==> config.mk <==
export PLATFORM = sky130hd
export DESIGN_NAME = tenyrCore
export DESIGN_NICKNAME = d
export VERILOG_FILES = /design/src/verilog/tenyrIsaPkg.sv /design/src/verilog/tenyrSysPkg.sv /design/src/verilog/tenyrCore.sv /design/src/verilog/tenyrExec.sv /design/src/verilog/tenyrRegFile.sv
export SDC_FILE = /design/constraint.sdc
export NUM_CORES = 2
export LEC_CHECK = 0
export ABC_AREA = 1
export BUFFER_PORTS_ARGS = -buffer_cell sky130_fd_sc_hd__buf_2
export CORE_MARGIN = 3
export CORE_UTILIZATION = 43
export CTS_BUF_LIST = sky130_fd_sc_hd__clkbuf_16
export CTS_CLUSTER_SIZE = 20
export DETAILED_ROUTE_END_ITERATION = 10
export PLACE_DENSITY = 0.56
export SLEW_MARGIN = 0
export SYNTH_ARGS = -nofsm -noshare
export SYNTH_HDL_FRONTEND = slang
export SYNTH_SLANG_ARGS = --single-unit
export TNS_END_PERCENT = 10
==> constraint.sdc <==
create_clock -name clk -period 14.8 [get_ports clk]
set_input_delay 0.74 -clock clk [delete_from_list [all_inputs] [get_ports clk]]
set_output_delay 0.74 -clock clk [all_outputs]
set_load 0.005 [all_outputs]
==> src/verilog/tenyrIsaPkg.sv <==
`default_nettype none

package tenyrIsaPkg;

    // Field positions within an instruction word
    localparam int TypeBit  = 30;   // Selects operand order
    localparam int DerefLsb = 28;
    localparam int ZLsb     = 24;
    localparam int XLsb     = 20;
    localparam int YLsb     = 16;
    localparam int OpLsb    = 12;
    localparam int ImmLsb   = 0;

    // Field widths
    localparam int OpBits    = 4;
    localparam int RegBits   = 4;
    localparam int ImmBits   = 12;
    localparam int DerefBits = 2;

    // Operators applied as (X op O) + A
    localparam logic [OpBits-1:0] OpOr    = 4'b0000;
    localparam logic [OpBits-1:0] OpAnd   = 4'b0001;
    localparam logic [OpBits-1:0] OpAdd   = 4'b0010;
    localparam logic [OpBits-1:0] OpMul   = 4'b0011;
    localparam logic [OpBits-1:0] OpRsvdA = 4'b0100; // Halts the core
    localparam logic [OpBits-1:0] OpShl   = 4'b0101;
    localparam logic [OpBits-1:0] OpLt    = 4'b0110;
    localparam logic [OpBits-1:0] OpEq    = 4'b0111;
    localparam logic [OpBits-1:0] OpGt    = 4'b1000;
    localparam logic [OpBits-1:0] OpAndn  = 4'b1001;
    localparam logic [OpBits-1:0] OpXor   = 4'b1010;
    localparam logic [OpBits-1:0] OpSub   = 4'b1011;
    localparam logic [OpBits-1:0] OpXnor  = 4'b1100;
    localparam logic [OpBits-1:0] OpShr   = 4'b1101;
    localparam logic [OpBits-1:0] OpNe    = 4'b1110;
    localparam logic [OpBits-1:0] OpRsvdB = 4'b1111; // Halts the core

    // Dereference modes
    localparam logic [DerefBits-1:0] DerefNone       = 2'b00; // Z gets rhs
    localparam logic [DerefBits-1:0] DerefLoad       = 2'b01; // Z gets word at rhs
    localparam logic [DerefBits-1:0] DerefStoreAtZ   = 2'b10; // Word at Z gets rhs
    localparam logic [DerefBits-1:0] DerefStoreFromZ = 2'b11; // Word at rhs gets Z

    // Registers with fixed meaning
    localparam logic [RegBits-1:0] RegZero = 4'd0;
    localparam logic [RegBits-1:0] RegPc   = 4'd15;

    // All ones word always stops the core
    localparam logic [31:0] IllegalInsn = 32'hffff_ffff;

endpackage

`default_nettype wire

==> src/verilog/tenyrSysPkg.sv <==
`default_nettype none

package tenyrSysPkg;

    // Datapath word
    localparam int WordBits = 32;

    // Words per memory instance
    localparam int MemDepth = 1024;

    // Index width into a memory
    // Upper address bits are ignored so addresses wrap
    localparam int AddrBits = $clog2(MemDepth);

    // First instruction fetched after reset
    localparam logic [WordBits-1:0] ResetVector = 32'h0000_0000;

endpackage

`default_nettype wire

==> src/verilog/tenyrCore.sv <==
`timescale 1ns/1ps
`default_nettype none

module tenyrCore (
    input  logic                               clk,
    input  logic                               reset_n,
    input  logic                               i_en,
    input  logic [tenyrSysPkg::WordBits-1:0]   i_insnData,
    input  logic [tenyrSysPkg::WordBits-1:0]   i_memRdata,
    output logic [tenyrSysPkg::WordBits-1:0]   o_insnAddr,
    output logic [tenyrSysPkg::WordBits-1:0]   o_memAddr,
    output logic [tenyrSysPkg::WordBits-1:0]   o_memData,
    output logic                               o_memWe,
    output logic                               o_halted,
    output logic                               o_retire,
    output logic                               o_wbWe,
    output logic [tenyrIsaPkg::RegBits-1:0]    o_wbIndex,
    output logic [tenyrSysPkg::WordBits-1:0]   o_wbValue,
    output logic [tenyrSysPkg::WordBits-1:0]   o_pc
);

    // Decoded fields
    logic                                insnType;
    logic [tenyrIsaPkg::DerefBits-1:0]   deref;
    logic [tenyrIsaPkg::RegBits-1:0]     idxZ;
    logic [tenyrIsaPkg::RegBits-1:0]     idxX;
    logic [tenyrIsaPkg::RegBits-1:0]     idxY;
    logic [tenyrIsaPkg::OpBits-1:0]      op;
    logic [tenyrIsaPkg::ImmBits-1:0]     imm;
    logic                                illegal;

    logic [2:0]                          phase;     // One-hot, bit 0 is decode
    logic                                inDecode;
    logic                                inExec;
    logic                                inWb;
    logic                                halted;
    logic [tenyrSysPkg::WordBits-1:0]    pc;

    logic [tenyrSysPkg::WordBits-1:0]    valueX;
    logic [tenyrSysPkg::WordBits-1:0]    valueY;
    logic [tenyrSysPkg::WordBits-1:0]    valueZ;
    logic [tenyrSysPkg::WordBits-1:0]    rhs;
    logic                                regWrite;
    logic                                jumping;
    logic                                isStore;

    // Word stays stable for all three phases since pc only moves after writeback
    assign insnType = i_insnData[tenyrIsaPkg::TypeBit];
    assign deref    = i_insnData[tenyrIsaPkg::DerefLsb +: tenyrIsaPkg::DerefBits];
    assign idxZ     = i_insnData[tenyrIsaPkg::ZLsb +: tenyrIsaPkg::RegBits];
    assign idxX     = i_insnData[tenyrIsaPkg::XLsb +: tenyrIsaPkg::RegBits];
    assign idxY     = i_insnData[tenyrIsaPkg::YLsb +: tenyrIsaPkg::RegBits];
    assign op       = i_insnData[tenyrIsaPkg::OpLsb +: tenyrIsaPkg::OpBits];
    assign imm      = i_insnData[tenyrIsaPkg::ImmLsb +: tenyrIsaPkg::ImmBits];

    assign illegal = (i_insnData == tenyrIsaPkg::IllegalInsn)
                   || (op == tenyrIsaPkg::OpRsvdA)
                   || (op == tenyrIsaPkg::OpRsvdB);

    assign inDecode = phase[0];
    assign inExec   = phase[1];
    assign inWb     = phase[2];

    // An illegal word parks the sequencer in decode for good
    always_ff @(posedge clk) begin
        if (!reset_n) begin
            phase  <= 3'b001;
            halted <= 1'b0;
            pc     <= tenyrSysPkg::ResetVector;
        end else if (i_en && !halted) begin
            if (inDecode && illegal) begin
                halted <= 1'b1;
            end else begin
                phase <= {phase[1:0], phase[2]};
            end
            if (inWb) begin
                pc <= jumping ? o_wbValue : pc + 1'b1;
            end
        end
    end

    // Stores never touch Z
    assign isStore  = (deref == tenyrIsaPkg::DerefStoreAtZ)
                    || (deref == tenyrIsaPkg::DerefStoreFromZ);
    assign regWrite = !isStore && (idxZ != tenyrIsaPkg::RegZero);
    assign jumping  = regWrite && (idxZ == tenyrIsaPkg::RegPc);

    assign o_wbValue = (deref == tenyrIsaPkg::DerefLoad) ? i_memRdata : rhs;

    // Data side addressing per mode
    always_comb begin
        o_memAddr = '0;
        o_memData = '0;
        case (deref)
            tenyrIsaPkg::DerefLoad: begin
                o_memAddr = rhs;
            end
            tenyrIsaPkg::DerefStoreAtZ: begin
                o_memAddr = valueZ;
                o_memData = rhs;
            end
            tenyrIsaPkg::DerefStoreFromZ: begin
                o_memAddr = rhs;
                o_memData = valueZ;
            end
            default: ;   // Plain register write
        endcase
    end

    assign o_retire   = inWb && i_en && !halted;
    assign o_wbWe     = o_retire && regWrite;
    assign o_memWe    = o_retire && isStore;
    assign o_wbIndex  = idxZ;
    assign o_insnAddr = pc;
    assign o_pc       = pc;
    assign o_halted   = halted;

    tenyrRegFile tenyrRegFile_inst (
        .clk       (clk),
        .i_we      (o_wbWe),
        .i_wIndex  (idxZ),
        .i_rIndexX (idxX),
        .i_rIndexY (idxY),
        .i_rIndexZ (idxZ),
        .i_wData   (o_wbValue),
        .i_pc      (pc),
        .o_x       (valueX),
        .o_y       (valueY),
        .o_z       (valueZ)
    );

    // Register reads settle in decode, the result is latched at end of execute
    tenyrExec tenyrExec_inst (
        .clk     (clk),
        .reset_n (reset_n),
        .i_en    (i_en && inExec),
        .i_type  (insnType),
        .i_op    (op),
        .i_x     (valueX),
        .i_y     (valueY),
        .i_imm   (imm),
        .o_rhs   (rhs)
    );

endmodule

`default_nettype wire

==> src/verilog/tenyrExec.sv <==
`timescale 1ns/1ps
`default_nettype none

module tenyrExec (
    input  logic                               clk,
    input  logic                               reset_n,
    input  logic                               i_en,
    input  logic                               i_type,
    input  logic [tenyrIsaPkg::OpBits-1:0]     i_op,
    input  logic [tenyrSysPkg::WordBits-1:0]   i_x,
    input  logic [tenyrSysPkg::WordBits-1:0]   i_y,
    input  logic [tenyrIsaPkg::ImmBits-1:0]    i_imm,
    output logic [tenyrSysPkg::WordBits-1:0]   o_rhs
);

    logic [tenyrSysPkg::WordBits-1:0] immExt;
    logic [tenyrSysPkg::WordBits-1:0] opO;
    logic [tenyrSysPkg::WordBits-1:0] opA;
    logic [tenyrSysPkg::WordBits-1:0] opResult;
    logic [tenyrSysPkg::WordBits-1:0] nextRhs;
    logic                             opValid;

    assign immExt = {{(tenyrSysPkg::WordBits - tenyrIsaPkg::ImmBits){i_imm[11]}}, i_imm};

    // Type 0 is X op Y + I, type 1 is X op I + Y
    assign opO = i_type ? immExt : i_y;
    assign opA = i_type ? i_y : immExt;

    always_comb begin
        opValid = 1'b1;
        case (i_op)
            tenyrIsaPkg::OpOr:   opResult = i_x | opO;
            tenyrIsaPkg::OpAnd:  opResult = i_x & opO;
            tenyrIsaPkg::OpAdd:  opResult = i_x + opO;
            tenyrIsaPkg::OpMul:  opResult = i_x * opO;     // Low word only
            tenyrIsaPkg::OpShl:  opResult = i_x << opO;    // Zero once O reaches 32
            tenyrIsaPkg::OpLt:
                opResult = {tenyrSysPkg::WordBits{$signed(i_x) < $signed(opO)}};
            tenyrIsaPkg::OpEq:   opResult = {tenyrSysPkg::WordBits{i_x == opO}};
            tenyrIsaPkg::OpGt:
                opResult = {tenyrSysPkg::WordBits{$signed(i_x) > $signed(opO)}};
            tenyrIsaPkg::OpAndn: opResult = i_x & ~opO;
            tenyrIsaPkg::OpXor:  opResult = i_x ^ opO;
            tenyrIsaPkg::OpSub:  opResult = i_x - opO;
            tenyrIsaPkg::OpXnor: opResult = i_x ^~ opO;
            tenyrIsaPkg::OpShr:  opResult = i_x >> opO;    // Logical
            tenyrIsaPkg::OpNe:   opResult = {tenyrSysPkg::WordBits{i_x != opO}};
            default: begin
                // Reserved encodings halt the core
                opResult = '0;
                opValid  = 1'b0;
            end
        endcase
    end

    assign nextRhs = opValid ? opResult + opA : '0;

    // Captured at the end of the execute phase
    always_ff @(posedge clk) begin
        if (!reset_n) begin
            o_rhs <= '0;
        end else if (i_en) begin
            o_rhs <= nextRhs;
        end
    end

endmodule

`default_nettype wire

==> src/verilog/tenyrRegFile.sv <==
`timescale 1ns/1ps
`default_nettype none

module tenyrRegFile (
    input  logic                               clk,
    input  logic                               i_we,
    input  logic [tenyrIsaPkg::RegBits-1:0]    i_wIndex,
    input  logic [tenyrIsaPkg::RegBits-1:0]    i_rIndexX,
    input  logic [tenyrIsaPkg::RegBits-1:0]    i_rIndexY,
    input  logic [tenyrIsaPkg::RegBits-1:0]    i_rIndexZ,
    input  logic [tenyrSysPkg::WordBits-1:0]   i_wData,
    input  logic [tenyrSysPkg::WordBits-1:0]   i_pc,
    output logic [tenyrSysPkg::WordBits-1:0]   o_x,
    output logic [tenyrSysPkg::WordBits-1:0]   o_y,
    output logic [tenyrSysPkg::WordBits-1:0]   o_z
);

    logic [tenyrSysPkg::WordBits-1:0] regs [1:14];  // Only the general registers

    // Zero and PC are synthesized on read
    function automatic logic [tenyrSysPkg::WordBits-1:0] readReg(
        input logic [tenyrIsaPkg::RegBits-1:0] index
    );
        logic [tenyrSysPkg::WordBits-1:0] value;
        if (index == tenyrIsaPkg::RegZero) begin
            value = '0;
        end else if (index == tenyrIsaPkg::RegPc) begin
            value = i_pc + 1'b1;
        end else begin
            value = regs[index];
        end
        return value;
    endfunction

    always_comb begin
        o_x = readReg(i_rIndexX);
        o_y = readReg(i_rIndexY);
        o_z = readReg(i_rIndexZ);
    end

    // PC writes are handled by the core as jumps
    always_ff @(posedge clk) begin
        if (i_we && i_wIndex != tenyrIsaPkg::RegZero && i_wIndex != tenyrIsaPkg::RegPc) begin
            regs[i_wIndex] <= i_wData;
        end
    end

endmodule

`default_nettype wire

==> results.txt <==
Core area -> 132000 µm²
Largest net degree at the start of global routing -> 95
Setup TNS -> 0 ps
HP Start -> i_en
Ys Warns -> 0
Critical Path Source Type -> input port
Overflow after GRT -> 0
Post-DP Area -> 60000 µm²
Post-synth top cells -> nand2_1, inv_1, nor2_1, a21oi_1, nand3_1
Wire length on met1 -> 105 mm
Number of setup buffers added after CTS -> 0
CTS buffer count -> 53
Highest metal used -> met5
P&R area growth vs syn -> 8.29%
WP data required -> 15300 ps
Max cap viols -> 0
Post-Syn Area -> 57000 µm²
Layout cells sized above 1 -> 8.59%
Core Util, Final -> 46.9%
DPL Wire Length -> 217 mm
Crit path arrival time -> 13250 ps
Syn nets -> 8692
GRT Overall Usage -> 42.4%
Post-CTS resize count -> 0
Nets@finish -> 8682
Vias per std cell -> 6.28
Count of unique library cells instantiated by Yosys -> 65
First-pass GRT wire length -> 416 mm
Worst path most repeated cell -> nand2_1
Clock transition at path regs -> 70 ps
Via count -> 61300
Clk sink count -> 516
RSZ-0062 raised after global routing -> false
Fin area -> 61800 µm²
Drt wl/cell -> 30.7 µm
EDFF count, synth -> 448
Clk Tree Root Cell -> clkbuf_16
DRC -> 0
Minimum clock period -> 12750 ps
Final Cycle Share -> 86.2%
Met3 wire len -> 37.6 mm
Asr flop ratio synth -> 0%
Placer Congestion -> 1.04
DR iter-0 viols -> 8964
Most frequent cell after synthesis -> nand2_1
Clk buf depth -> 3
CP max-delay cell -> buf_2
Vias in the first global route -> 57600
Drt total wl -> 300 mm
Setup crit end kind -> register
CTS H-tree lvls -> 2
Ranking of synthesized cells by area -> edfxtp_1, fa_1, nand2_1, inv_1, ha_1
Least-Margin Pin Slew -> 1440 ps
Final hold vios -> 0
Die height -> 370 µm
Clock Skews -> 25.0 ps
Starting density of the core -> 43.3%
# IOs -> 235
Die ar. -> 137000 µm²
Met2 Wirelength -> 129 mm
Max Transition Viols Final -> 0
Setup WS post-layout -> 2050 ps
CTS tree -> built
Sequential-to-total area share from yosys stat -> 26.0%
Max FO, Critical Path -> 35
Synth top area share -> 23.6%
DRT Pass-1 Iters -> 8
Synth area leader -> edfxtp_1
Dpl ws -> 1740 ps
Slew HR -> 3.14%
Worst r2r src -> o_insnAddr[21]$_SDFFE_PN0P_
Clk_lat worst skew -> 640 ps
Hold buffers post-CTS -> 0
CP startpoint -> i_insnData[17]
Final setup violating endpoints -> 0
Min-delay worst type -> input port to register
Max incr delay on CP -> 570 ps
Fmax -> 0.0784 GHz
Port bufs -> 233
Syn Area/Cell -> 7.16 µm²
Run status -> completed
Die X-Extent -> 370 µm
Critical Setup Path Class -> input port to register
Flops & latches, synth -> 516
Cell row count -> 133
Gate Count Post-Synth -> 7964
Antenna violations before repair -> 22
Antenna-violating nets left -> 0
Synth Flop Type -> edfxtp_1
flip-flops by register name (all words and copies together), names as in the netlist:
| register | flops |
|---|---|
| o_halted | 1 |
| o_insnAddr | 32 |
| phase | 3 |
| tenyrExec_inst.o_rhs | 32 |
| tenyrRegFile_inst.regs | 448 |
metrics by stage:
stage	std cells	hold slack, ps
4_1_cts	9752	372
3_3_place_gp	9654	454
5_1_grt	9752	413
2_1_floorplan	7964	444
3_5_place_dp	9654	464
6_report	9766	373
critical path: cells and delay by family:
family / cells / cell delay (ps)
XOR/XNOR: 1 / 290
AO/OA/AOI/OAI: 10 / 2110
adder cells (fa/ha/maj): 10 / 4240
AND/OR/NAND/NOR: 19 / 3740
buffers and inverters: 10 / 2020
cell type report:
class	count	area [µm²]
fillers	13500	69900
multi-input cells	5905	36200
flip-flops and latches	516	14800
inverters	1030	3870
repair buffers	448	2880
well taps	1755	2200
clock buffers	55	1380
clock inverters	43	362
diodes	14	35.0
metal layers:
layer / vias to the layer above / track usage (%)
met5: - / 0
met4: 16 / 32.8
li1: 26300 / -
met3: 1297 / 12.2
met1: 29100 / 50.0
met2: 4562 / 65.0
kinds of logic (layout without fill, tap and decap cells):
kind of cell | count (synthesis) | in the layout | synth area share, %
other | 0 | 14 | 0
multiplexers | 1 | 1 | 0.0175
flip-flops | 516 | 516 | 26.0
buffers and inverters | 1543 | 1576 | 10.9
AND/OR/NAND/NOR | 3484 | 3484 | 25.3
AO/OA/AOI/OAI | 1707 | 1707 | 17.1
XOR/XNOR | 52 | 52 | 0.798
adder cells (fa/ha/maj) | 661 | 661 | 19.9
placed cells by master (no fill, tap or decap), drive strengths merged, types with 14 or more instances in the layout:
| master | n |
|---|---|
| o21ai | 591 |
| or2 | 34 |
| o2111ai | 18 |
| nor4 | 15 |
| clkbuf | 55 |
| nand3b | 15 |
| o221ai | 39 |
| a21boi | 21 |
| xnor2 | 17 |
| nor2 | 687 |
| inv | 1020 |
| fa | 411 |
| a31oi | 22 |
| nand3 | 548 |
| edfxtp | 448 |
| a21oi | 565 |
| a22oi | 18 |
| dfxtp | 68 |
| a221oi | 28 |
| o22ai | 234 |
| nand4 | 88 |
| diode | 14 |
| ha | 250 |
| xor2 | 35 |
| o211ai | 89 |
| nand2 | 2043 |
| buf | 448 |
| clkinv | 43 |
| nor3 | 45 |
worst paths after layout:
kind	cells after the start	end	slack [ps]
hold / removal	3	o_halted$_SDFFE_PN0P_	370
hold reg to reg	2	tenyrExec_inst.o_rhs[0]$_SDFFE_PN0P_	470
setup / recovery	50	tenyrExec_inst.o_rhs[31]$_SDFFE_PN0P_	2050
setup reg to reg	43	tenyrExec_inst.o_rhs[31]$_SDFFE_PN0P_	2290
Power is left out: the tool's default activity adds up to more than one toggle a clock period on the data nets, which glitch-free logic cannot reach.
